<file path="config.mk">
export PLATFORM = sky130hd
export DESIGN_NAME = waitTimer
export DESIGN_NICKNAME = d
export VERILOG_FILES = /design/src/hdl/sdramPkg.sv /design/src/hdl/waitTimer.sv
export SDC_FILE = /design/constraint.sdc
export NUM_CORES = 1
export LEC_CHECK = 0
export BUFFER_PORTS_ARGS = -buffer_cell sky130_fd_sc_hd__buf_4
export CAP_MARGIN = 20
export CORE_MARGIN = 8
export CORE_UTILIZATION = 57
export CTS_CLUSTER_SIZE = 12
export DETAILED_ROUTE_END_ITERATION = 10
export PLACE_DENSITY = 0.79
export SLEW_MARGIN = 5
export SYNTH_ARGS = -nofsm -noshare
export SYNTH_HDL_FRONTEND = slang
export SYNTH_SLANG_ARGS = --single-unit
</file>
<file path="constraint.sdc">
create_clock -name iClk -period 6 [get_ports iClk]
set_input_delay 0 -clock iClk [delete_from_list [all_inputs] [get_ports iClk]]
set_output_delay 0 -clock iClk [all_outputs]
set_load 0.01 [all_outputs]
</file>
<file path="src/hdl/sdramPkg.sv">
package sdramPkg;

    // Timing in 10 ns clock cycles.
    localparam int tPowerUp = 20000;        // 200 us of NOP after reset.
    localparam int tRp = 5;                 // Precharge time.
    localparam int tRc = 13;                // Refresh cycle time.
    localparam int tMrd = 5;                // Mode register set time.
    localparam int tRcd = 3;                // Activate to read or write.
    localparam int tDpl = 3;                // Write recovery.
    localparam int casLatency = 2;
    localparam int initRefreshes = 2;
    localparam int autoRefreshes = 2;

    // Widths.
    localparam int bankW = 2;
    localparam int rowW = 12;
    localparam int colW = 8;
    localparam int dataW = 32;
    localparam int reqAddrW = bankW + rowW + colW;  // Bank, row, column.
    localparam int addrPinW = 12;
    localparam int cmdW = 4;                // CS, RAS, CAS, WE. All active low.
    localparam int opW = 2;
    localparam int selW = 2;
    localparam int timerW = 15;             // Holds tPowerUp.
    localparam int stateW = 3;

    // Command pin patterns.
    localparam logic [cmdW-1:0] cmdNop = 4'b0111;
    localparam logic [cmdW-1:0] cmdPall = 4'b0010;
    localparam logic [cmdW-1:0] cmdRef = 4'b0001;
    localparam logic [cmdW-1:0] cmdMrs = 4'b0000;
    localparam logic [cmdW-1:0] cmdAct = 4'b0011;
    localparam logic [cmdW-1:0] cmdRead = 4'b0101;
    localparam logic [cmdW-1:0] cmdWrite = 4'b0100;

    // Operation codes.
    localparam logic [opW-1:0] opInit = 2'd0;
    localparam logic [opW-1:0] opRefresh = 2'd1;
    localparam logic [opW-1:0] opRead = 2'd2;
    localparam logic [opW-1:0] opWrite = 2'd3;

    // Address pin source.
    localparam logic [selW-1:0] selRow = 2'd0;
    localparam logic [selW-1:0] selCol = 2'd1;
    localparam logic [selW-1:0] selMode = 2'd2;
    localparam logic [selW-1:0] selAll = 2'd3;     // A10 high for precharge-all.

    // Sequencer steps. Each one waits after the command that entered it.
    localparam logic [stateW-1:0] stIdle = 3'd0;
    localparam logic [stateW-1:0] stPowerUp = 3'd1;
    localparam logic [stateW-1:0] stPall = 3'd2;
    localparam logic [stateW-1:0] stRef = 3'd3;
    localparam logic [stateW-1:0] stMrs = 3'd4;
    localparam logic [stateW-1:0] stAct = 3'd5;
    localparam logic [stateW-1:0] stAccess = 3'd6;

    // Mode register fields.
    localparam logic [2:0] modeBurstLen = 3'd0;    // Burst of one.
    localparam logic modeBurstType = 1'b0;         // Sequential.
    localparam logic [2:0] modeCas = 3'(casLatency);
    localparam logic [1:0] modeOpMode = 2'd0;      // Standard operation.
    localparam logic modeWriteBurst = 1'b0;        // Writes follow burst length.

    // One address pin word, three meanings.
    typedef union packed {
        logic [rowW-1:0] rowView;
        struct packed {
            logic spareHi;                        // A11.
            logic autoPre;                        // A10.
            logic [addrPinW-colW-3:0] spareLo;    // A9..A8.
            logic [colW-1:0] col;
        } colView;
        struct packed {
            logic [1:0] reserved;                 // A11..A10, kept zero.
            logic writeBurst;
            logic [1:0] opMode;
            logic [2:0] casLat;
            logic burstType;
            logic [2:0] burstLen;
        } modeView;
    } addrPinU;

endpackage

</file>
<file path="src/hdl/waitTimer.sv">
module waitTimer (
    input  logic iClk,
    input  logic iRst_N,
    input  logic load_i,
    input  logic [sdramPkg::timerW-1:0] count_i,
    output logic expired_o
);
    import sdramPkg::*;

    logic [timerW-1:0] cnt;     // Cycles left, zero when idle.

    always_ff @(posedge iClk or negedge iRst_N)
    begin
        if (!iRst_N)
            cnt <= '0;
        else if (load_i)
            cnt <= count_i;     // Reload wins over countdown.
        else if (cnt != '0)
            cnt <= cnt - 1'b1;
    end

    // Last cycle of the wait.
    assign expired_o = (cnt == timerW'(1));

endmodule

</file>
==> out/metrics.csv <==
stage;metric;value;unit
pwr;p_comb_share;26.1;%
yosys;yosysWarnings;0;
worst_setup_path;path_class;reg2reg;
pwr;seqPwrFrac;50.5;%
placement;routabilityCongestion;0.8081;
pwr;fin_total_pwr;259.3;uW
sta;max_freq;0.4500;GHz
clocking;clk_pin_slew;100;ps
detailed_routing;drt_wl_total;2.604;mm
sta;min_period;2222;ps
placement;io_buffers;18;
pwr;p_int;173.7;uW
floorplan;rows;15;
final_layout;largest_register_ff_count;15;
yosys;synth-edff-count;0;
sta;finalSetupViolCount;0;
pwr;p_per_area;199.8;mW/mm^2
pwr;power_switching;85.53;uW
detailed_routing;wl_per_cell;16.07;um
yosys;seq_area_frac_synth;38.22;%
pwr;clockPowerShare;23.3;%
flow_run;drv_cap;0;
floorplan;ios;19;
sta;rsz0062_at_grt;no;
global_route;grt_overflow_total;0;
yosys;avgSynthCellArea;8.849;um^2
floorplan;start_util;58.80;%
pwr;swShare;32.99;%
pwr;worst_ir_drop_vdd;0.0001351;V
worst_setup_path;critPathLaunchType;flop;
hold_path;min_path_type;in2reg;
worst_setup_path;cp-end-kind;flop;
outcome;status;finished clean;
placement;hpwlAfterDp;1.800;mm
worst_setup_path;cp.required;6190;ps
clocking;numClockSinks;15;
detailed_routing;drt_pass1_iterations;4;
global_route;grt_pass1_vias;944;
detailed_routing;vias_per_cell;6.111;
clocking;cts_buffers;3;
global_route;grt_max_degree;34;
yosys;synth_ff_type;dfrtp_1;
sta;hold_viol_final;0;
final_layout;reg_top3;cnt: 15 flops;
floorplan;dieArea;0.003307;mm^2
placement;placed_area;0.001120;mm^2
clocking;cts.repair.resized;0;
detailed_routing;antenna_left;0;
final_layout;drive_gt1_share;20.00;%
yosys;async_flop_share;100.0;%
sta;tightest_slew;801.7;ps
final_layout;mostFrequentLayoutCell;buf_4;
global_route;antenna_found_initial;0;
floorplan;coreArea;0.001670;mm^2
sta;fin_hold_ws;11.06;ps
yosys;syn_area;982.2;um^2
global_route;grt_pass1_wl;4.326;mm
sta;maxSlewViolCount;0;
clocking;clk_path_buf_depth;2;
pwr;p_leak;0.0005444;uW
final_layout;diodes;0;
sta;skew;4.111;ps
global_route;grtUsageTotal;16.59;%
final_layout;top_register;cnt;
sta;slew_headroom;46.06;%
yosys;synth_cells;111;
final_layout;design_area;0.001297;mm^2
sta;setup_tns;0;ps
yosys;synth-seq-cells;15;
worst_setup_path;path_max_fanout;6;
final_layout;areaGrowthSynthToFinish;32.10;%
clocking;cts-htree-levels;1;
floorplan;die_h;57.51;um
final_layout;nNetsFinal;166;
detailed_routing;drtIter0Drc;41;
clocking;root_buffer;clkbuf_4;
floorplan;die_w;57.51;um
yosys;ys_types;40;
detailed_routing;via_count;990;
detailed_routing;drc;0;
clocking;clk_latency;290;ps
clocking;cts_tree;yes;
worst_setup_path;cp.arrival;2410;ps
yosys;syn_nets;131;
final_layout;final_cell_mix;18 x buf_4, 15 x dfrtp_1, 15 x dlygate4sd3_1, 11 x nand2_1, 9 x o21ai_0;
sta;finalCritPeriodShare;37.04;%
==> metrics by stage <==
step / utilization [%] / worst slack, ps / instances
after floorplan: - / 4093 / 111
after global placement: 67.04 / 3884 / 143
after detailed placement: 67.04 / 3808 / 143
after CTS: 77.68 / 3770 / 162
after global routing: 77.68 / 3576 / 162
final: 77.68 / 3778 / 162
==> synthesized netlist by cell type, types with 3 or more instances <==
master | number | share of area (%)
nor4_1 | 4 | 2.5
o21ai_0 | 9 | 4.6
nor2_1 | 7 | 2.7
inv_1 | 3 | 1.1
nand3_1 | 4 | 2.0
nand2b_1 | 3 | 1.9
a21oi_1 | 5 | 2.5
dfrtp_1 | 15 | 38
nor2b_1 | 5 | 3.2
o31ai_1 | 3 | 2.3
nor3_1 | 6 | 3.1
nand2_1 | 11 | 4.2
==> timing repair <==
item	in CTS	in global routing
setup buffers	0	0
hold endpoints to repair	29	0
hold buffers	15	0
==> final cells by class <==
class                           instances  area, um^2
Clock buffer                            3       22.52
Clock inverter                          1       5.005
Fill cell                             114       372.9
Inverter                                3       11.26
Multi-Input combinational cell         90       576.8
Sequential cell                        15       375.4
Tap cell                               17       21.27
Timing Repair Buffer                   33       285.3
==> kinds of logic (layout without fill, tap and decap cells) <==
logic type               after synthesis  count (layout)  synth area share (%)
AO/OA/AOI/OAI                         25              25                 15.67
XOR/XNOR                               3               3                 2.676
adder cells (fa/ha/maj)                2               2                 2.547
buffers and inverters                  6              40                 3.057
flip-flops                            15              15                 38.22
multiplexers                           4               4                 4.331
AND/OR/NAND/NOR                       56              56                 33.51
==> final timing paths <==
| check | depth (start not counted) | from | endpoint | slack (ps) |
|---|---|---|---|---|
| setup / recovery | 6 | cnt[0] | cnt[5] | 3780 |
| hold / removal | 3 | count_i[5] | cnt[5] | 10 |
| setup reg to reg | 6 | cnt[0] | cnt[5] | 3780 |
| hold reg to reg | 1 | cnt[6] | cnt[6] | 570 |
| max in group asynchronous | 2 | iRst_N | cnt[11] | 5730 |
| min in group asynchronous | 2 | iRst_N | cnt[5] | 90 |
==> per-layer routing <==
layer,wire [um],GRT usage [%],share of wire [%],vias up
li1,-,-,-,484
met1,1104,18.82,42,471
met2,1308,27.81,50,31
met3,150,5.381,5.8,4
met4,40,6.786,1.5,0
met5,0,0,0,-
==> power groups by stage <==
stage	Clock (uW)	Sequential, uW	Combinational, uW
floorplan	0	128	40.1
global placement	0	131	56.3
detailed placement	0	132	58.9
CTS	62.9	130	67.2
global route	65.3	133	74.7
finish	60.5	131	67.7
==> critical path, cell delays in order, from the launching register on <==
cell     delay, ps
dfrtp_1        460
inv_1           90
ha_1           230
nor4b_2        460
nand4_1        330
and4_1         320
o31a_1         230
(Power assumes the default switching activity.)
