## src/hdl/sdramPkg.sv

```systemverilog
package sdramPkg;

    // Timing in 10 ns clock cycles.
    localparam int tPowerUp = 20000;        // 200 us of NOP after reset.
    localparam int tRp = 5;                 // Precharge time.
    localparam int tRc = 13;                // Refresh cycle time.
    localparam int tMrd = 5;                // Mode register set time.
    localparam int tRcd = 3;                // Activate to read or write.
    localparam int tDpl = 3;                // Write recovery.
    localparam int casLatency = 2;
    localparam int initRefreshes = 2;
    localparam int autoRefreshes = 2;

    // Widths.
    localparam int bankW = 2;
    localparam int rowW = 12;
    localparam int colW = 8;
    localparam int dataW = 32;
    localparam int reqAddrW = bankW + rowW + colW;  // Bank, row, column.
    localparam int addrPinW = 12;
    localparam int cmdW = 4;                // CS, RAS, CAS, WE. All active low.
    localparam int opW = 2;
    localparam int selW = 2;
    localparam int timerW = 15;             // Holds tPowerUp.
    localparam int stateW = 3;

    // Command pin patterns.
    localparam logic [cmdW-1:0] cmdNop = 4'b0111;
    localparam logic [cmdW-1:0] cmdPall = 4'b0010;
    localparam logic [cmdW-1:0] cmdRef = 4'b0001;
    localparam logic [cmdW-1:0] cmdMrs = 4'b0000;
    localparam logic [cmdW-1:0] cmdAct = 4'b0011;
    localparam logic [cmdW-1:0] cmdRead = 4'b0101;
    localparam logic [cmdW-1:0] cmdWrite = 4'b0100;

    // Operation codes.
    localparam logic [opW-1:0] opInit = 2'd0;
    localparam logic [opW-1:0] opRefresh = 2'd1;
    localparam logic [opW-1:0] opRead = 2'd2;
    localparam logic [opW-1:0] opWrite = 2'd3;

    // Address pin source.
    localparam logic [selW-1:0] selRow = 2'd0;
    localparam logic [selW-1:0] selCol = 2'd1;
    localparam logic [selW-1:0] selMode = 2'd2;
    localparam logic [selW-1:0] selAll = 2'd3;     // A10 high for precharge-all.

    // Sequencer steps. Each one waits after the command that entered it.
    localparam logic [stateW-1:0] stIdle = 3'd0;
    localparam logic [stateW-1:0] stPowerUp = 3'd1;
    localparam logic [stateW-1:0] stPall = 3'd2;
    localparam logic [stateW-1:0] stRef = 3'd3;
    localparam logic [stateW-1:0] stMrs = 3'd4;
    localparam logic [stateW-1:0] stAct = 3'd5;
    localparam logic [stateW-1:0] stAccess = 3'd6;

    // Mode register fields.
    localparam logic [2:0] modeBurstLen = 3'd0;    // Burst of one.
    localparam logic modeBurstType = 1'b0;         // Sequential.
    localparam logic [2:0] modeCas = 3'(casLatency);
    localparam logic [1:0] modeOpMode = 2'd0;      // Standard operation.
    localparam logic modeWriteBurst = 1'b0;        // Writes follow burst length.

    // One address pin word, three meanings.
    typedef union packed {
        logic [rowW-1:0] rowView;
        struct packed {
            logic spareHi;                        // A11.
            logic autoPre;                        // A10.
            logic [addrPinW-colW-3:0] spareLo;    // A9..A8.
            logic [colW-1:0] col;
        } colView;
        struct packed {
            logic [1:0] reserved;                 // A11..A10, kept zero.
            logic writeBurst;
            logic [1:0] opMode;
            logic [2:0] casLat;
            logic burstType;
            logic [2:0] burstLen;
        } modeView;
    } addrPinU;

endpackage

```

## src/hdl/cmdAddrGen.sv

```systemverilog
module cmdAddrGen (
    input  logic iClk,
    input  logic iRst_N,
    input  logic accept_i,
    input  logic [sdramPkg::reqAddrW-1:0] reqAddr_i,
    input  logic [sdramPkg::cmdW-1:0] cmd_i,
    input  logic [sdramPkg::selW-1:0] addrSel_i,
    output logic [sdramPkg::cmdW-1:0] ramCmd_o,
    output logic [sdramPkg::bankW-1:0] ramBank_o,
    output logic [sdramPkg::addrPinW-1:0] ramAddr_o
);
    import sdramPkg::*;

    logic [reqAddrW-1:0] addrQ;     // Held request address.
    logic [reqAddrW-1:0] curAddr;
    logic [bankW-1:0] bankNext;
    addrPinU addrWord;

    // ACT goes out in the accept cycle itself.
    assign curAddr = accept_i ? reqAddr_i : addrQ;

    always_ff @(posedge iClk)
    begin
        if (accept_i)
            addrQ <= reqAddr_i;
    end

    always_comb
    begin
        addrWord = '1;          // Precharge-all, A10 high.
        case (addrSel_i)
            selRow:
                addrWord.rowView = curAddr[colW +: rowW];
            selCol:
            begin
                addrWord = '0;
                addrWord.colView.autoPre = 1'b1;    // Auto precharge.
                addrWord.colView.col = curAddr[colW-1:0];
            end
            selMode:
            begin
                addrWord.modeView.reserved = '0;
                addrWord.modeView.writeBurst = modeWriteBurst;
                addrWord.modeView.opMode = modeOpMode;
                addrWord.modeView.casLat = modeCas;
                addrWord.modeView.burstType = modeBurstType;
                addrWord.modeView.burstLen = modeBurstLen;
            end
            default:
                addrWord.rowView = '1;
        endcase
    end

    assign bankNext = (addrSel_i == selMode) ? '0 : curAddr[reqAddrW-1 -: bankW];

    always_ff @(posedge iClk or negedge iRst_N)
    begin
        if (!iRst_N)
        begin
            ramCmd_o <= cmdNop;
            ramBank_o <= '1;
            ramAddr_o <= '1;
        end
        else
        begin
            ramCmd_o <= cmd_i;      // Pins trail the sequencer by one cycle.
            ramBank_o <= bankNext;
            ramAddr_o <= addrWord;
        end
    end

endmodule

```

## config.mk

```make
export PLATFORM = sky130hd
export DESIGN_NAME = cmdAddrGen
export DESIGN_NICKNAME = d
export VERILOG_FILES = /design/src/hdl/sdramPkg.sv /design/src/hdl/cmdAddrGen.sv
export SDC_FILE = /design/constraint.sdc
export NUM_CORES = 1
export LEC_CHECK = 0
export BUFFER_PORTS_ARGS = -buffer_cell sky130_fd_sc_hd__buf_2
export CAP_MARGIN = 20
export CORE_UTILIZATION = 45
export CTS_CLUSTER_DIAMETER = 60
export DETAILED_ROUTE_END_ITERATION = 8
export PLACE_DENSITY = 0.71
export SLEW_MARGIN = 30
export SYNTH_ARGS = -nofsm -noshare
export SYNTH_HDL_FRONTEND = slang
export SYNTH_SLANG_ARGS = --single-unit
```

## constraint.sdc

```tcl
create_clock -name iClk -period 2.7 [get_ports iClk]
set_clock_uncertainty 0.05 [all_clocks]
set_input_delay 0.54 -clock iClk [delete_from_list [all_inputs] [get_ports iClk]]
set_output_delay 0.54 -clock iClk [all_outputs]
set_load 0.05 [all_outputs]
```

==> results of run 1 <==
[cell usage after synthesis, drive strengths merged]
master and count:
dfxtp 22, mux2 22, dfstp 17, a221o 8, buf 4, ha 4
inv 3, nor2b 3, o21ba 3, a211o 1, clkbuf 1, dfrtp 1
or2 1
[layer usage]
layer	routed length, µm	GRT usage (%)
met1	999	18.4
met2	1250	26.1
met3	137	6.81
met4	14	6.12
met5	0	0
[worst paths after layout]
check	start	slack, ns	endpoint	depth (start not counted)
setup / recovery	ramAddr_o[10]	1.0	ramAddr_o[10]	1
hold / removal	iRst_N	0.07	ramCmd_o[3]	1
setup reg to reg	addrQ[10]	1.65	ramAddr_o[2]	2
hold reg to reg	addrQ[20]	0.43	addrQ[20]	1
max in group asynchronous	iRst_N	2.20	ramBank_o[0]	1
min in group iClk	cmd_i[1]	0.24	ramCmd_o[1]	1
[power by group]
group / internal (mW) / total, mW / switching (mW)
clock network: 0.153 / 0.321 / 0.167
registers: 0.671 / 0.685 / 0.0136
logic: 0.0925 / 0.247 / 0.154
[sequential cells by signal, summed over array words and instances, names as in the netlist]
name       count
ramCmd_o       4
ramBank_o      2
addrQ         22
ramAddr_o     12
[final cells by class]
| cell class | instances | share of cell area (%) |
|---|---|---|
| clock buffers | 8 | 3.90 |
| inverters | 3 | 0.639 |
| multi-input cells | 42 | 27.0 |
| flip-flops and latches | 40 | 51.7 |
| well taps | 44 | 3.12 |
| repair buffers | 48 | 13.6 |
[logic make-up after synthesis]
family                     synth area share, %
buffers and inverters                     3.14
AOI/OAI and AO/OA                         8.30
muxes                                     19.7
and+or+nand+nor                           1.75
adders and majority gates                 3.49
DFF                                       63.7
==> flow_metrics.tcl, run 1 <==
set metrics [dict create \
    hold_ws_ns 0.0675 \
    cp_top_family "flip-flops" \
    drv_cap 0 \
    finalHoldViolCount 0 \
    top_level_ports 49 \
    postCtsSetupBuffers 0 \
    firstDrtPassIters 4 \
    grt_pass1_vias 876 \
    die_x_um 58.4 \
    clockBufferDepth 2 \
    period_needed_ns 1.70 \
    vias_per_cell 4.72 \
    routed_wl_mm 2.40 \
    dp_cells 177 \
    grt_pass1_wl_mm 3.91 \
    p_leak_nw 0.827 \
    fin_ws_ns 0.995 \
    routabilityCongestion 0.723 \
    design.die.area_um2 3410 \
    grt_max_degree 23 \
    seqCellArea_um2 912 \
    drt-initial-drc-count 11 \
    grt-ovfl-total 0 \
    yosysTopAreaCell "dfstp_2" \
    multiInputGateArea_um2 475 \
    power.density_nw_per_um2 710 \
    root_buffer "clkbuf_4" \
    synth-seq-cells 40 \
    end_kind "primary output" \
    rsz0062_at_grt "false" \
    path_max_fanout 1 \
    antenna_found_initial 0 \
    row_count 20 \
    routedWlPerCell_um 13.0 \
    start_util_pct 47.3 \
    finalNetCount 175 \
    path_clk_slew_ns 0.11 \
    arrival_ns 1.11 \
    area_growth_pct 23.1 \
    antenna_cells 0 \
    hold_path_class "input port to async pin" \
    syn_avg_cell_area_um2 15.9 \
    critPathLaunchType "flop" \
    synth_cell_type_count 15 \
    dpl-instance-area_um2 1690 \
    cp_num_buf_inv 1 \
    worstMarginPinSlew_ns 0.593 \
    final_common_cell "buf_2" \
    final_antenna_net_count 0 \
    stdcell_area_um2 1760 \
    slew_violations 0 \
    fmaxAchievable_mhz 587 \
    port_buffers 48 \
    grtUsageTotal_pct 15.9 \
    final_core_util_pct 58.2 \
    synthDominantCellAreaShare_pct 31.2 \
    cts_max_level 2 \
    drc 0 \
    fillers 245 \
    fp.coreArea_um2 3030 \
    synthTopCellsByArea "dfstp_2 (31%), dfxtp_1 (31%), mux2_2 (10%), mux2_4 (9.4%), a221o_1 (5.6%)" \
    netlist_instances 90 \
    syn_area_um2 1430 \
    ys_seq_area_share_pct 63.7 \
    crit_type "flop to primary output" \
    die_h_um 58.4 \
    syn-num-nets 125 \
    cts_buffers 5 \
    tns_ns 0 \
    drive_above_1_share_pct 69.5 \
    hpwl_mm 1.70 \
    min_period_over_period_pct 63.1 \
    vias 874 \
    status "completed" \
    mostFrequentLayoutCells "buf_2 (48), dfxtp_1 (22), dfstp_2 (17)" \
    cts_resized 0 \
    clock_latency_ns 0.32 \
    setup_viol 0 \
    cp.required_ns 2.11 \
    place_ws_ns 0.774 \
    holdBufCountCts 0 \
    fin_cells 185 \
    critical-path-max-stage-delay_ns 0.53 \
    yosys_warnings 0 \
    power_mw 1.25 \
    cpMaxStageDelayCell "dfstp_2" \
    ir_worst_vdd_mv 0.398 \
    max_slew_margin_pct 60.5 \
    clock_sinks 40 \
    cts_tree "built" \
    cp_cell_sequence "buf_2" \
]
Power figures use the tool's default switching activity.
==> run 2, diff against run 1 <==
==> constraint.sdc (replaced) <==
create_clock -name iClk -period 1.6 [get_ports iClk]
set_clock_uncertainty 0.05 [all_clocks]
set_input_delay 0.32 -clock iClk [delete_from_list [all_inputs] [get_ports iClk]]
set_output_delay 0.32 -clock iClk [all_outputs]
set_load 0.05 [all_outputs]
==> run 2 against run 1 <==
- highest routed layer unchanged
- sequential share of layout area is 2.6 points lower
- worst setup slack got worse by 0.90 ns
- first-iteration DRC count grew 36%
- combinational power grew 77%
- core utilization is 3.1 points higher
- sequential power increased by 69%
- non-clock buffer count up 7
- critical path depth unchanged
- critical endpoint is now ramAddr_o[4]
- total power is 78% higher
- final area increased by 5.4%
- die area is the same
- critical path type unchanged
- clock power up 96%
==> flow_metrics.tcl, run 2 (synthesis results as in run 1) <==
set metrics [dict create \
    grt_pass1_vias 925 \
    r2r_setup_slack_ns 0.55 \
    top_level_ports 49 \
    pwr-share-seq_pct 52.0 \
    routedWlPerCell_um 13.1 \
    cts_max_level 2 \
    rr_worst_depth 2 \
    grt_pass1_wl_mm 4.08 \
    antenna_found_initial 0 \
    critPathLaunchType "flop" \
    root_buffer "clkbuf_4" \
    cts_resized 0 \
    clockPowerShare_pct 28.3 \
    max_slew_margin_pct 71.5 \
    grtUsageMet1_pct 18.7 \
    ir_worst_vdd_mv 0.563 \
    share_comb_of_total_power_pct 19.7 \
    hpwl_mm 1.78 \
    drc 0 \
    arrival_ns 1.13 \
    firstDrtPassIters 4 \
    hold_end "ramCmd_o[3]" \
    drv_cap 0 \
    clock_sinks 40 \
    min_path_cells 1 \
    power.switching_mw 0.590 \
    grtUsageTotal_pct 16.9 \
    vias 886 \
    mostFrequentLayoutCells "buf_2 (48), dfxtp_1 (22), dfstp_2 (17)" \
    worstMarginPinSlew_ns 0.428 \
    end_kind "primary output" \
    routabilityCongestion 0.740 \
    grtUsageMet3_pct 6.59 \
    area_growth_pct 29.7 \
    drive_above_1_share_pct 68.2 \
    slew_violations 0 \
    clock_latency_ns 0.34 \
    final_common_cell "buf_2" \
    largest_reg_flops 22 \
    rr_startpoint "addrQ[14]" \
    grt_busiest_layer "met2" \
    finalNetCount 182 \
    vias_per_cell 4.61 \
    path_depth 1 \
    finalHoldViolCount 0 \
    crit_type "flop to primary output" \
    tns_ns 0 \
    die_x_um 58.4 \
    rsz0062_at_grt "false" \
    drt-initial-drc-count 15 \
    clockBufferDepth 2 \
    grt_max_degree 19 \
    fmaxAchievable_mhz 665 \
    r2r-end "ramAddr_o[6]" \
    path_max_fanout 1 \
    design.die.area_um2 3410 \
    reg_top3 "addrQ: 22 flops, ramAddr_o: 12 flops, ramCmd_o: 4 flops" \
    internal-power_mw 1.63 \
    setup_viol 0 \
    holdBufCountCts 4 \
    power.density_nw_per_um2 1200 \
    cts_buffers 5 \
    start_util_pct 47.3 \
    final_antenna_net_count 0 \
    status "completed" \
    row_count 20 \
    fp.coreArea_um2 3030 \
    critical-path-max-stage-delay_ns 0.54 \
    cp_top_family "flip-flops" \
    cp_num_buf_inv 1 \
    routed_wl_mm 2.51 \
    path_clk_slew_ns 0.11 \
    p_leak_nw 0.871 \
    period_needed_ns 1.50 \
    cp_cell_sequence "buf_2" \
    hold_path_class "input port to flop" \
    hp-start "cmd_i[3]" \
    crit_start "ramAddr_o[4]" \
    die_h_um 58.4 \
    port_buffers 48 \
    dpl-instance-area_um2 1740 \
    p_sw_share_pct 26.5 \
    antenna_cells 0 \
    cpMaxStageDelayCell "dfstp_2" \
    min_period_over_period_pct 94.0 \
    stdcell_area_um2 1860 \
    regMostFlops "addrQ" \
    grt-ovfl-total 0 \
    postCtsSetupBuffers 0 \
    cts_tree "built" \
    grt_use_met2_pct 28.6 \
    cp.required_ns 1.23 \
]
run 2: cell type report:
class,count,area (µm²)
multi-input combinational,42,475
tap,44,55.1
sequential,40,912
inverter,3,11.3
timing repair buffer,55,328
fill,245,1170
clock buffer,6,41.3
clock inverter,2,35.0
run 2: worst max-delay path by stage:
| stage | endpoint | slack, ns |
|---|---|---|
| final | ramAddr_o[4] | 0.1 |
| after global routing | ramAddr_o[4] | 0.05 |
| after CTS | ramAddr_o[4] | 0.08 |
| after detailed placement | ramAddr_o[8] | 0.14 |
| after global placement | ramAddr_o[11] | 0.17 |
| after floorplan | ramAddr_o[5] | 0.27 |
run 2: power by group through the flow:
| stage | combinational (mW) | sequential, mW | clock, mW |
|---|---|---|---|
| 3_3_place_gp | 0.425 | 1.17 | 0 |
| 3_5_place_dp | 0.432 | 1.18 | 0 |
| 5_1_grt | 0.465 | 1.17 | 0.703 |
| 6_report | 0.438 | 1.16 | 0.630 |
| 2_1_floorplan | 0.150 | 1.34 | 0 |
| 4_1_cts | 0.441 | 1.16 | 0.651 |
run 2: per-stage QoR:
stage          power (mW)  worst slack (ns)  utilization (%)  cells  hold slack [ns]
6_report             2.22            0.0967             61.4    192           0.0278
5_1_grt              2.33            0.0477             61.4    192           0.0101
4_1_cts              2.25            0.0795             61.4    192           0.0122
3_5_place_dp         1.61             0.137             57.5    180            0.216
3_3_place_gp         1.60             0.166             57.5    180            0.214
2_1_floorplan        1.49             0.274                -     90          -0.0256
run 2: per-layer routing:
layer,part of all wire [%],routed length (µm)
met5,0,0
met4,2.2,55
met3,5.3,134
met2,48,1200
met1,45,1120
==> run 3, diff against run 2 <==
--- a/config.mk
+++ b/config.mk
@@ -10,7 +10,7 @@
 export CORE_UTILIZATION = 45
 export CTS_CLUSTER_DIAMETER = 60
 export DETAILED_ROUTE_END_ITERATION = 8
-export PLACE_DENSITY = 0.71
+export PLACE_DENSITY = 0.73
 export SLEW_MARGIN = 30
 export SYNTH_ARGS = -nofsm -noshare
 export SYNTH_HDL_FRONTEND = slang
==> run 3 against run 2 <==
- global-route usage fell by 0.42 points
- sequential cell count did not move
- first-iteration DRC count fell by 27%
- final cell count did not move
- total power fell by 5.4%
- via count rose by 3.3%
==> flow_metrics.tcl, run 3 (synthesis results as in run 1) <==
set metrics [dict create \
    drc 0 \
    grt_busiest_layer "met2" \
    cts_max_level 2 \
    final_antenna_net_count 0 \
    power.switching_mw 0.593 \
    cts_tree "built" \
    multiInputGateArea_um2 475 \
    cpMaxStageDelayCell "dfstp_2" \
    vias 915 \
    port_buffers 48 \
    finalHoldViolCount 0 \
    path_max_fanout 1 \
    crit_type "flop to primary output" \
    tns_ns 0 \
    drv_cap 0 \
    power.density_nw_per_um2 1150 \
    max_slew_margin_pct 70.4 \
    ir_worst_vdd_mv 0.475 \
    r2r-end "ramAddr_o[3]" \
    final_core_util_pct 60.5 \
    rsz0062_at_grt "false" \
    root_buffer "clkbuf_4" \
    hold_path_class "input port to flop" \
    hold_ws_ns 0.0304 \
    power_mw 2.10 \
    clock_sinks 40 \
    internal-power_mw 1.51 \
    vias_per_cell 4.77 \
    die_h_um 58.4 \
    largest_reg_flops 22 \
    grt-ovfl-total 0 \
    grtUsageMet1_pct 17.8 \
    arrival_ns 1.13 \
    drive_above_1_share_pct 68.9 \
    dpl-instance-area_um2 1730 \
    regMostFlops "addrQ" \
    routabilityCongestion 0.691 \
    critPathLaunchType "flop" \
    cts_buffers 5 \
    start_util_pct 47.3 \
    fmaxAchievable_mhz 666 \
    grtUsageMet3_pct 5.71 \
    grt_use_met2_pct 28.1 \
    slew_violations 0 \
    grt_pass1_wl_mm 3.97 \
    antenna_found_initial 0 \
    stdcell_area_um2 1830 \
    clockPowerShare_pct 24.4 \
    fillers 243 \
    routedWlPerCell_um 13.1 \
    rr_worst_depth 2 \
    fin_ws_ns 0.0990 \
    routed_wl_mm 2.52 \
    finalNetCount 182 \
    status "completed" \
    rr_startpoint "addrQ[11]" \
    clockBufferDepth 2 \
    dp_cells 180 \
    grt_pass1_vias 918 \
    r2r_setup_slack_ns 0.53 \
    design.die.area_um2 3410 \
    row_count 20 \
    worstMarginPinSlew_ns 0.444 \
    antenna_cells 0 \
    seqCellArea_um2 912 \
    share_comb_of_total_power_pct 20.6 \
    cp_cell_sequence "buf_2" \
    hp-start "cmd_i[3]" \
    top_level_ports 49 \
    clock_latency_ns 0.34 \
    drt-initial-drc-count 11 \
    end_kind "primary output" \
    hpwl_mm 1.82 \
    critical-path-max-stage-delay_ns 0.54 \
    period_needed_ns 1.50 \
    setup_viol 0 \
    mostFrequentLayoutCells "buf_2 (48), dfxtp_1 (22), dfstp_2 (17)" \
    min_period_over_period_pct 93.8 \
    final_common_cell "buf_2" \
    pwr-share-seq_pct 55.0 \
    postCtsSetupBuffers 0 \
    fin_cells 192 \
    cp_top_family "flip-flops" \
    area_growth_pct 27.8 \
    p_leak_nw 0.862 \
    path_clk_slew_ns 0.12 \
    grtUsageTotal_pct 16.5 \
    firstDrtPassIters 4 \
    place_ws_ns 0.123 \
    hold_end "ramCmd_o[3]" \
    grt_max_degree 19 \
    cp.required_ns 1.23 \
    die_x_um 58.4 \
    p_sw_share_pct 28.2 \
    fp.coreArea_um2 3030 \
    cp_num_buf_inv 1 \
    reg_top3 "addrQ: 22 flops, ramAddr_o: 12 flops, ramCmd_o: 4 flops" \
    min_path_cells 1 \
]
run 3: layout make-up:
cell class	instances	share of cell area, %
well taps	44	3.01
clock buffers	6	2.80
clock inverters	2	0.547
repair buffers	55	17.2
inverters	3	0.615
flip-flops and latches	40	49.8
multi-input cells	42	26.0
run 3: repair_timing:
action	4_1_cts	5_1_grt
endpoints found under the hold margin	1	3
hold buffers	1	3
gates resized for setup	0	0
run 3: power by group through the flow:
| stage | Sequential [mW] | Clock (mW) | Combinational, mW |
|---|---|---|---|
| floorplan | 1.34 | 0 | 0.150 |
| global placement | 1.17 | 0 | 0.419 |
| detailed placement | 1.18 | 0 | 0.429 |
| CTS | 1.16 | 0.526 | 0.432 |
| global route | 1.17 | 0.571 | 0.461 |
| finish | 1.16 | 0.514 | 0.433 |
run 3: layer usage:
layer  vias up  part of all wire, %
li1        431                    -
met1       445                   41
met2        32                   51
met3         7                  5.2
met4         0                  2.7
met5         -                    0
run 3: worst max path at each step:
stage / start / to / cells past startpoint
final: ramAddr_o[4] / ramAddr_o[4] / 1
after global routing: ramAddr_o[3] / ramAddr_o[3] / 1
after CTS: ramAddr_o[4] / ramAddr_o[4] / 1
after detailed placement: accept_i / ramAddr_o[3] / 4
after global placement: accept_i / ramAddr_o[5] / 4
after floorplan: addrSel_i[0] / ramAddr_o[5] / 4
