## src/hdl/sdramPkg.sv

```systemverilog
package sdramPkg;

    // Timing in 10 ns clock cycles.
    localparam int tPowerUp = 20000;        // 200 us of NOP after reset.
    localparam int tRp = 5;                 // Precharge time.
    localparam int tRc = 13;                // Refresh cycle time.
    localparam int tMrd = 5;                // Mode register set time.
    localparam int tRcd = 3;                // Activate to read or write.
    localparam int tDpl = 3;                // Write recovery.
    localparam int casLatency = 2;
    localparam int initRefreshes = 2;
    localparam int autoRefreshes = 2;

    // Widths.
    localparam int bankW = 2;
    localparam int rowW = 12;
    localparam int colW = 8;
    localparam int dataW = 32;
    localparam int reqAddrW = bankW + rowW + colW;  // Bank, row, column.
    localparam int addrPinW = 12;
    localparam int cmdW = 4;                // CS, RAS, CAS, WE. All active low.
    localparam int opW = 2;
    localparam int selW = 2;
    localparam int timerW = 15;             // Holds tPowerUp.
    localparam int stateW = 3;

    // Command pin patterns.
    localparam logic [cmdW-1:0] cmdNop = 4'b0111;
    localparam logic [cmdW-1:0] cmdPall = 4'b0010;
    localparam logic [cmdW-1:0] cmdRef = 4'b0001;
    localparam logic [cmdW-1:0] cmdMrs = 4'b0000;
    localparam logic [cmdW-1:0] cmdAct = 4'b0011;
    localparam logic [cmdW-1:0] cmdRead = 4'b0101;
    localparam logic [cmdW-1:0] cmdWrite = 4'b0100;

    // Operation codes.
    localparam logic [opW-1:0] opInit = 2'd0;
    localparam logic [opW-1:0] opRefresh = 2'd1;
    localparam logic [opW-1:0] opRead = 2'd2;
    localparam logic [opW-1:0] opWrite = 2'd3;

    // Address pin source.
    localparam logic [selW-1:0] selRow = 2'd0;
    localparam logic [selW-1:0] selCol = 2'd1;
    localparam logic [selW-1:0] selMode = 2'd2;
    localparam logic [selW-1:0] selAll = 2'd3;     // A10 high for precharge-all.

    // Sequencer steps. Each one waits after the command that entered it.
    localparam logic [stateW-1:0] stIdle = 3'd0;
    localparam logic [stateW-1:0] stPowerUp = 3'd1;
    localparam logic [stateW-1:0] stPall = 3'd2;
    localparam logic [stateW-1:0] stRef = 3'd3;
    localparam logic [stateW-1:0] stMrs = 3'd4;
    localparam logic [stateW-1:0] stAct = 3'd5;
    localparam logic [stateW-1:0] stAccess = 3'd6;

    // Mode register fields.
    localparam logic [2:0] modeBurstLen = 3'd0;    // Burst of one.
    localparam logic modeBurstType = 1'b0;         // Sequential.
    localparam logic [2:0] modeCas = 3'(casLatency);
    localparam logic [1:0] modeOpMode = 2'd0;      // Standard operation.
    localparam logic modeWriteBurst = 1'b0;        // Writes follow burst length.

    // One address pin word, three meanings.
    typedef union packed {
        logic [rowW-1:0] rowView;
        struct packed {
            logic spareHi;                        // A11.
            logic autoPre;                        // A10.
            logic [addrPinW-colW-3:0] spareLo;    // A9..A8.
            logic [colW-1:0] col;
        } colView;
        struct packed {
            logic [1:0] reserved;                 // A11..A10, kept zero.
            logic writeBurst;
            logic [1:0] opMode;
            logic [2:0] casLat;
            logic burstType;
            logic [2:0] burstLen;
        } modeView;
    } addrPinU;

endpackage

```

## src/hdl/opSequencer.sv

```systemverilog
module opSequencer (
    input  logic iClk,
    input  logic iRst_N,
    input  logic opStart_i,
    input  logic [sdramPkg::opW-1:0] opCode_i,
    output logic accept_o,
    output logic [sdramPkg::cmdW-1:0] cmd_o,
    output logic [sdramPkg::selW-1:0] addrSel_o,
    output logic load_o,
    output logic [sdramPkg::timerW-1:0] count_o,
    input  logic expired_i,
    output logic dqOe_o,
    output logic dqmOn_o,
    output logic rdCapture_o,
    output logic opDone_o
);
    import sdramPkg::*;

    logic [stateW-1:0] step;
    logic [stateW-1:0] stepNext;
    logic [opW-1:0] opQ;            // Operation in flight.
    logic initDone;
    logic [1:0] refLeft;            // Refreshes still to issue.
    logic finish;
    logic rdIssue;
    logic [casLatency:0] rdPipe;    // READ issue delayed to the data cycle.

    always_comb
    begin
        cmd_o = cmdNop;
        addrSel_o = selAll;
        load_o = 1'b0;
        count_o = '0;
        accept_o = 1'b0;
        dqOe_o = 1'b0;
        dqmOn_o = 1'b0;
        finish = 1'b0;
        stepNext = step;
        case (step)
            stIdle:
                if (!initDone)
                begin
                    load_o = 1'b1;      // Power-up wait, NOP on the pins.
                    count_o = timerW'(tPowerUp);
                    stepNext = stPowerUp;
                end
                else if (opStart_i)
                begin
                    accept_o = 1'b1;
                    load_o = 1'b1;
                    if (opCode_i == opRead || opCode_i == opWrite)
                    begin
                        cmd_o = cmdAct;
                        addrSel_o = selRow;
                        count_o = timerW'(tRcd);
                        stepNext = stAct;
                    end
                    else
                    begin
                        cmd_o = cmdPall;    // Init or refresh.
                        count_o = timerW'(tRp);
                        stepNext = stPall;
                    end
                end
            stPowerUp:
                if (expired_i)
                begin
                    cmd_o = cmdPall;
                    load_o = 1'b1;
                    count_o = timerW'(tRp);
                    stepNext = stPall;
                end
            stPall:
                if (expired_i)
                begin
                    cmd_o = cmdRef;
                    load_o = 1'b1;
                    count_o = timerW'(tRc);
                    stepNext = stRef;
                end
            stRef:
                if (expired_i)
                begin
                    if (refLeft != '0)
                    begin
                        cmd_o = cmdRef;     // Another refresh.
                        load_o = 1'b1;
                        count_o = timerW'(tRc);
                    end
                    else if (opQ == opInit)
                    begin
                        cmd_o = cmdMrs;
                        addrSel_o = selMode;
                        load_o = 1'b1;
                        count_o = timerW'(tMrd);
                        stepNext = stMrs;
                    end
                    else
                    begin
                        finish = 1'b1;
                        stepNext = stIdle;
                    end
                end
            stMrs:
                if (expired_i)
                begin
                    finish = 1'b1;
                    stepNext = stIdle;
                end
            stAct:
                if (expired_i)
                begin
                    addrSel_o = selCol;
                    load_o = 1'b1;
                    dqmOn_o = 1'b1;
                    if (opQ == opWrite)
                    begin
                        cmd_o = cmdWrite;
                        dqOe_o = 1'b1;      // Data rides with the command.
                        count_o = timerW'(tDpl + tRp);
                    end
                    else
                    begin
                        cmd_o = cmdRead;
                        count_o = timerW'(casLatency + tRp);
                    end
                    stepNext = stAccess;
                end
            stAccess:
            begin
                dqmOn_o = 1'b1;
                dqOe_o = (opQ == opWrite);
                if (expired_i)
                begin
                    finish = 1'b1;
                    stepNext = stIdle;
                end
            end
            default:
                stepNext = stIdle;
        endcase
    end

    assign rdIssue = (step == stAct) && expired_i && (opQ == opRead);
    assign rdCapture_o = rdPipe[casLatency];

    always_ff @(posedge iClk or negedge iRst_N)
    begin
        if (!iRst_N)
        begin
            step <= stIdle;
            opQ <= opInit;
            initDone <= 1'b0;
            refLeft <= '0;
            rdPipe <= '0;
            opDone_o <= 1'b0;
        end
        else
        begin
            step <= stepNext;
            opDone_o <= finish;     // One-cycle pulse.
            rdPipe <= {rdPipe[casLatency-1:0], rdIssue};
            if (accept_o)
                opQ <= opCode_i;
            if (finish && opQ == opInit)
                initDone <= 1'b1;
            // Count the refreshes left after the first REF.
            if (step == stPall && expired_i)
                refLeft <= (opQ == opInit) ? 2'(initRefreshes - 1) : 2'(autoRefreshes - 1);
            else if (step == stRef && expired_i && refLeft != '0)
                refLeft <= refLeft - 1'b1;
        end
    end

endmodule

```

## config.mk

```make
export PLATFORM = sky130hd
export DESIGN_NAME = opSequencer
export DESIGN_NICKNAME = d
export VERILOG_FILES = /design/src/hdl/sdramPkg.sv /design/src/hdl/opSequencer.sv
export SDC_FILE = /design/constraint.sdc
export NUM_CORES = 1
export LEC_CHECK = 0
export BUFFER_PORTS_ARGS = -buffer_cell sky130_fd_sc_hd__buf_2
export CAP_MARGIN = 20
export CORE_MARGIN = 1.5
export CORE_UTILIZATION = 44
export CTS_CLUSTER_SIZE = 16
export DETAILED_ROUTE_END_ITERATION = 7
export HOLD_SLACK_MARGIN = 0.15
export PLACE_DENSITY = 0.87
export SLEW_MARGIN = 20
export SYNTH_ARGS = -nofsm -noshare
export SYNTH_HDL_FRONTEND = slang
export SYNTH_SLANG_ARGS = --single-unit
```

## constraint.sdc

```tcl
create_clock -name iClk -period 1.4 [get_ports iClk]
set_input_delay 0.07 -clock iClk [delete_from_list [all_inputs] [get_ports iClk]]
set_output_delay 0.07 -clock iClk [all_outputs]
set_load 0.02 [all_outputs]
```

==> flow_summary.ini, run 1 <==
[status]
outcome = finished with violations
violations = negative setup slack

[sta]
period_minus_slack_ps = 1887
finalHoldViolations = 0
slew_viol_final = 0
holdWs_ps = 159.3
finClkSkew_ps = 9.733
fmax_ghz = 0.5300
rsz0062_at_grt = true
post-route-period-util = 1.348
setup_tns_ps = -6859
setup_violations = 26
setup_ws_ps = -486.7

[synthesis]
synth_ff_type = dfrtp_1
avgSynthCellArea_um2 = 7.682
async_reset_ff_frac = 1.000
synth_warnings = 0
synth_area_um2 = 937.1
yosysSeqAreaShare = 0.3204
synth-edff-count = 0
ys_types = 40
synth_cells = 122
ys_ff_latch = 12

[worst_setup_path]
reg2reg_from = step[1]
r2r_cells = 6
required_ps = 1330
crit_type = register to output pin
cp_data_arrival_time_ps = 1820
cp-startpoint = refLeft[1]
start_kind = register
cp_max_fo = 2
cp-end-kind = output pin

[power_and_ir_drop]
power_density_nw_per_um2 = 2469
p_leak_nw = 0.7380
ir_drop_v = 0.001664

[clock_network]
clk_path_buf_depth = 2
h-tree-depth = 1
clk_latency_ps = 290
tritoncts = yes
numCtsBuffers = 3
cts-root-buf = clkbuf_4
cts.clk_slew.worst_paths_ps = 100
cts.sinks = 12

[floorplan]
ioPinCount = 33
core.rowCount = 16
initial_core_util = 0.4729
die_w_um = 49.15
core_um2 = 1982
die_h_um = 49.15
dieArea_um2 = 2416

[route]
avgRoutedWirePerCell_um = 19.36
route.detailed.drc = 0
vias = 1175
drt_iter0_drc = 69
dr.pass1.iters = 4
ant_nets = 0
drt_wl_total_mm = 3.853
vias_per_cell = 5.905

[global_route]
first_global_vias = 1034
grt_max_degree = 21
grt_util_met1 = 0.3282
grtUsageMet3 = 0.009202
grt_pass1_wl_mm = 5.037
busiest_layer = met2
grt_usage = 0.2747
antenna_found_initial = 0
met2_usage = 0.4932
grt.overflow.total = 0

[placed_design]
placedCellCount = 181
gp_congestion = 0.9271
hpwl_mm = 1.777
io_buffers = 25
post-place-ws_ps = -122.0

[cells_and_area]
drive_gt1_frac = 0.5581
area_growth_pct = 67.96
final_util = 0.7942
fin_cells = 199
diodes = 0
nFillCells = 113
nNetsFinal = 180

[worst_hold_path]
hold_start = opStart_i
whs_path_depth = 3
hold_class = input port to register

[run]
maxCapViolations = 0
[worst paths after layout]
| kind | endpoint | slack [ps] |
|---|---|---|
| setup / recovery | count_o[0] | -490 |
| hold / removal | opQ[1] | 160 |
| setup reg to reg | opQ[0] | -190 |
| hold reg to reg | rdPipe[1] | 360 |
| max in group asynchronous | opQ[0] | 990 |
| min in group asynchronous | step[2] | 180 |
[cells by family after synthesis]
| kind of cell | Yosys count | synth area share |
|---|---|---|
| buf+inv | 24 | 0.1562 |
| simple gates | 52 | 0.2871 |
| flops | 12 | 0.3204 |
| fa+ha+maj | 1 | 0.01335 |
| other cells | 1 | 0.004001 |
| compound gates | 32 | 0.2190 |
[where the power goes]
group / leakage, nW / internal (W) / switching [W]
clock network: 0.0210 / 0.000158 / 0.000148
registers: 0.151 / 0.000463 / 0.000114
logic: 0.566 / 0.00139 / 0.00162
total: 0.738 / 0.00201 / 0.00188
[critical path, stage by stage, from the launching register on]
cell,delay [ps]
dfrtp_1,380
inv_1,80
ha_2,210
nand2_4,70
o221ai_4,190
nor2_2,70
or3_4,390
buf_6,140
[area by class of cell]
| class | instances | area (um^2) | share of cell area |
|---|---|---|---|
| multi-input combinational | 92 | 658.1 | 0.4181 |
| timing repair buffer | 60 | 528.0 | 0.3355 |
| sequential | 12 | 300.3 | 0.1908 |
| tap | 27 | 33.78 | 0.02146 |
| inverter | 4 | 17.52 | 0.01113 |
| clock buffer | 4 | 36.28 | 0.02305 |
[state kept, by name, indices dropped and copies added, names as in the netlist]
register	flops
step	3
opDone_o	1
rdPipe	3
opQ	2
initDone	1
refLeft	2
[cell usage after synthesis, drive strengths merged (3+ instances only)]
cell type / number / area share
a21oi: 6 / 0.032
a31oi: 4 / 0.027
buf: 17 / 0.13
clkbuf: 3 / 0.015
dfrtp: 12 / 0.32
inv: 4 / 0.016
nand2: 19 / 0.079
nand2b: 3 / 0.020
nand3: 5 / 0.027
nor2: 7 / 0.031
nor2b: 5 / 0.033
o21ai: 8 / 0.043
o21bai: 3 / 0.024
or3: 3 / 0.025
[repair_timing]
action / CTS / global route
endpoints found under the setup margin: 20 / 25
hold buffers: 4 / 0
resized for setup: 45 / 31
pin swaps: 10 / 9
hold endpoints to repair: 15 / 0
setup buffers: 8 / 5
[layer usage]
layer	routed length [um]	up-vias
li1	-	502
met1	1328	543
met2	1999	100
met3	301	30
met4	224	0
met5	0	-
[cells in the final DEF, fill, tap and decap left out, types with 2 or more instances in the layout]
cell type and count:
buf_6 24, buf_4 23, dfrtp_1 12, nand2_1 11, buf_2 9, conb_1 7, nand2_2 6, nor2b_1 4
o21ai_2 4, nor2_1 4, a21oi_1 4, a31oi_1 4, dlygate4sd3_1 4, nand3_1 3, or3_4 3, nand2b_1 3
o21ai_1 3, clkbuf_4 3, inv_1 2, nand3_2 2, nand2_4 2, a21oi_2 2, o21bai_1 2, nor2_4 2
nor3_1 2, o211ai_1 2, o21a_1 2
[through the flow]
step | area [um^2] | total power, W
detailed placement | 1177 | 0.002573
CTS | 1443 | 0.003311
global route | 1574 | 0.004051
floorplan | 1001 | 0.001917
finish | 1574 | 0.003886
global placement | 1177 | 0.002533
Note: power is estimated with default switching activity, not from simulation.
==> inputs of run 2 (changes only) <==
Settings changed: PLACE_DENSITY 0.87 to 0.75.
==> flow_summary.ini, run 2 (synthesized netlist as in run 1, its figures left out) <==
[status]
outcome = finished with violations
violations = negative setup slack

[global_route]
grt.overflow.total = 0
grt_max_degree = 17
grt_usage = 0.2882
first_global_vias = 1102
grt_pass1_wl_mm = 5.250
antenna_found_initial = 0

[clock_network]
cts-root-buf = clkbuf_4
cts.sinks = 12
numCtsBuffers = 3
tritoncts = yes
cts.clk_slew.worst_paths_ps = 90
clk_latency_ps = 310
clk_path_buf_depth = 2
h-tree-depth = 1

[run]
maxCapViolations = 0

[route]
wl_met1_mm = 1.647
drt_iter0_drc = 57
vias = 1166
drt_wl_total_mm = 3.943
route.met3.wl_um = 259
dr_wl_met2_mm = 1.926
avgRoutedWirePerCell_um = 19.14
route.detailed.drc = 0
top_layer_used = met4
vias_per_cell = 5.660
dr.pass1.iters = 5
ant_nets = 0

[floorplan]
initial_core_util = 0.4729
die_h_um = 49.15
ioPinCount = 33
core.rowCount = 16
dieArea_um2 = 2416
die_w_um = 49.15
core_um2 = 1982

[sta]
fmax_ghz = 0.5268
setup_ws_ps = -498.2
finalHoldViolations = 0
rsz0062_at_grt = true
finClkSkew_ps = 13.28
period_minus_slack_ps = 1898
slew_viol_final = 0
setup_violations = 20
post-route-period-util = 1.356

[worst_setup_path]
required_ps = 1330
worstReg2RegEnd = opQ[1]
setup.worst_path.end = cmd_o[2]
cp_max_fo = 5
rrSetupSlack_ps = -90
cp_data_arrival_time_ps = 1830
reg2reg_from = step[0]
crit_type = register to output pin
cp-startpoint = opQ[1]
cp-end-kind = output pin
start_kind = register
r2r_cells = 5

[cells_and_area]
fin_cells = 206
mostFrequentLayoutCells = buf_4, buf_6, nand2_1, dfrtp_1, buf_2
nFillCells = 72
area_growth_pct = 85.05
final_area_um2 = 1734
top_regs = rdPipe (3), step (3)
nNetsFinal = 187
drive_gt1_frac = 0.6257
diodes = 0
final_common_cell = buf_4

[placed_design]
hpwl_mm = 1.814
gp_congestion = 0.8759
io_buffers = 25
placedCellCount = 184
dpl_cell_area_um2 = 1200

[worst_hold_path]
hold_class = input port to register
whs_path_depth = 3
hold_start = opCode_i[1]

[power_and_ir_drop]
ir_drop_v = 0.001877
power_density_nw_per_um2 = 2513
p_leak_nw = 0.7860
==> run 2: changes by cell type in the layout (fill, tap and decap cells not counted), sizes merged <==
cell,before,now
dlygate4sd3,4,3
buf,56,64
==> run 2: critical path, cell delays in order, from the launching register on <==
cell and delay (ps):
dfrtp_2 470, buf_6 160, o211ai_1 310, nand3_1 180
o21ai_1 140, nand2b_1 100, buf_4 160
==> run 2: layout make-up <==
cell class	count	area [um^2]	area share
multi-input cells	92	747.0	0.4307
repair buffers	67	598.1	0.3449
flip-flops and latches	12	301.5	0.1739
clock buffers	4	36.28	0.02092
well taps	27	33.78	0.01948
inverters	4	17.52	0.01010
==> run 2: per-stage QoR <==
| stage | TNS [ps] | hold WS (ps) | utilization | power (W) | setup WS [ps] |
|---|---|---|---|---|---|
| after global placement | -300.2 | -37.28 | 0.6054 | 0.002568 | -118.7 |
| final | -6115 | 150.2 | 0.8750 | 0.004358 | -498.2 |
| after CTS | -4658 | 165.2 | 0.7765 | 0.003592 | -396.3 |
| after detailed placement | -440.6 | -30.06 | 0.6054 | 0.002614 | -121.3 |
| after floorplan | -203.3 | -225.6 | - | 0.001917 | -110.6 |
| after global routing | -6923 | 160.9 | 0.8750 | 0.004532 | -512.3 |
==> run 2: timing repair <==
action | in CTS | in global routing
gates cloned | 1 | 1
endpoints found under the setup margin | 21 | 24
buffers inserted | 7 | 8
resized for setup | 57 | 36
hold endpoints to repair | 14 | 0
pin swaps | 9 | 12
hold buffers | 3 | 0
==> run 2: worst min path at each step <==
stage                           end  slack [ps]
after floorplan            initDone        -230
after global placement    rdPipe[2]         -40
after detailed placement  rdPipe[1]         -30
after CTS                   step[1]         170
after global routing        step[1]         160
final                       step[1]         150
==> run 2: routing by layer <==
| layer | track usage | up-vias |
|---|---|---|
| li1 | - | 520 |
| met1 | 0.3631 | 569 |
| met2 | 0.4932 | 65 |
| met3 | 0.04908 | 12 |
| met4 | 0.1000 | 0 |
| met5 | 0 | - |
==> run 2: power breakdown <==
part | switching [W] | internal (W) | total (W)
sequential | 0.000136 | 0.000466 | 0.000602
clock | 0.000152 | 0.000159 | 0.000311
combinational | 0.00177 | 0.00167 | 0.00345
==> inputs of run 3 (changes only) <==
Settings changed: CORE_UTILIZATION 44 to 46, CTS_BUF_LIST set to sky130_fd_sc_hd__clkbuf_8, PLACE_DENSITY 0.75 to 0.78.
==> flow_summary.ini, run 3 (synthesized netlist as in run 1, its figures left out) <==
[sta]
period_minus_slack_ps = 1823
setup_tns_ps = -5688
slew_viol_final = 0
finClkSkew_ps = 2.334
setup_violations = 26
rsz0062_at_grt = true
setup_ws_ps = -423.3
finalHoldViolations = 0
fmax_ghz = 0.5485
post-route-period-util = 1.302

[clock_network]
cts.clk_slew.worst_paths_ps = 60
tritoncts = yes
h-tree-depth = 1
clk_latency_ps = 250
numCtsBuffers = 3
cts.sinks = 12
cts-root-buf = clkbuf_8
clk_path_buf_depth = 2

[cells_and_area]
diodes = 0
nNetsFinal = 185
final_common_cell = buf_4
mostFrequentLayoutCells = buf_4, buf_6, nand2_1
top_regs = rdPipe (3), step (3)
final_area_um2 = 1688
area_growth_pct = 80.11
drive_gt1_frac = 0.6102
final_util = 0.8692

[placed_design]
hpwl_mm = 1.891
gp_congestion = 0.8993
post-place-ws_ps = -141.8
io_buffers = 25
dpl_cell_area_um2 = 1192

[power_and_ir_drop]
internal-power_w = 0.002305
ir_drop_v = 0.001722
p_sw_w = 0.002006
p_total_w = 0.004311
p_comb_frac = 0.765
netSwitchingFraction = 0.4653
power_density_nw_per_um2 = 2554
p_clk_frac = 0.094
seqPwrFrac = 0.141
p_leak_nw = 0.7883

[floorplan]
die_h_um = 48.14
core.rowCount = 16
initial_core_util = 0.4826
dieArea_um2 = 2317
die_w_um = 48.14
core_um2 = 1942
ioPinCount = 33

[route]
vias = 1239
vias_per_cell = 6.074
drt_iter0_drc = 86
route.detailed.drc = 0
drt_wl_total_mm = 4.065
avgRoutedWirePerCell_um = 19.93
ant_nets = 0
dr.pass1.iters = 5

[worst_setup_path]
start_kind = register
cp_max_fo = 6
cp_data_arrival_time_ps = 1750
cp_common_cell = or3_4
required_ps = 1330
critPathBufInv = 1
cpMaxStageDelayCell = dfrtp_2
path_delay_family = simple AND/OR/NAND/NOR gates
max_stage_delay_ps = 470
crit_type = register to output pin
cp_cell_sequence = or3_4 > or2_4 > nor2_4 > or3_4 > buf_6
cp-end-kind = output pin

[status]
violations = negative setup slack
outcome = finished with violations

[global_route]
grt_usage = 0.3018
antenna_found_initial = 0
grt.overflow.total = 0
first_global_vias = 984
grt_max_degree = 17
grt_pass1_wl_mm = 4.678

[worst_hold_path]
hold_class = input port to register

[run]
maxCapViolations = 0
-- run 3: layout make-up --
class                   count  area [um^2]
repair buffers             65        565.5
multi-input cells          92        715.7
clock buffers               4        55.05
well taps                  27        33.78
inverters                   4        15.01
fillers                    95        254.0
flip-flops and latches     12        302.8
-- run 3: metrics by stage --
stage	instances	hold slack, ps
final	204	205.4
after CTS	196	209.2
after global placement	183	-35.13
after floorplan	128	-225.6
after detailed placement	183	-29.31
after global routing	204	230.0
-- run 3: power by group through the flow --
stage / clock, W / combinational (W) / sequential (W)
5_1_grt: 0.000420 / 0.00345 / 0.000608
4_1_cts: 0.000395 / 0.00253 / 0.000565
6_report: 0.000405 / 0.00330 / 0.000609
3_3_place_gp: 0 / 0.00200 / 0.000561
2_1_floorplan: 0 / 0.00136 / 0.000560
3_5_place_dp: 0 / 0.00205 / 0.000567
-- run 3: final timing paths --
path                        startpoint    endpoint  slack, ps  cells after the start
setup / recovery               step[1]  count_o[2]       -420                      5
hold / removal             opCode_i[1]     step[1]        210                      3
setup reg to reg               step[1]      opQ[1]       -160                      5
hold reg to reg              rdPipe[0]   rdPipe[1]        350                      0
max in group asynchronous       iRst_N     step[1]        910                      2
min in group asynchronous       iRst_N    opDone_o        240                      2
-- run 3: tightest hold or removal path, delay by kind of cell --
| family | cells | cell delay [ps] |
|---|---|---|
| simple gates | 2 | 210 |
| buf+inv | 1 | 130 |
-- run 3: what timing repair did --
item | in CTS | in global routing
setup endpoints to repair | 18 | 25
endpoints found under the hold margin | 13 | 0
setup buffers | 7 | 9
cloned | 0 | 0
pin swaps | 5 | 13
hold buffers | 2 | 0
resized for setup | 48 | 37
-- run 3: metal layers --
metal	global-route usage	wire, um	share of wire	vias to the layer above
met2	0.4507	1926	0.47	118
met5	0	0	0	-
met1	0.3982	1510	0.37	581
li1	-	-	-	512
met3	0.06296	425	0.10	28
met4	0.1838	202	0.050	0
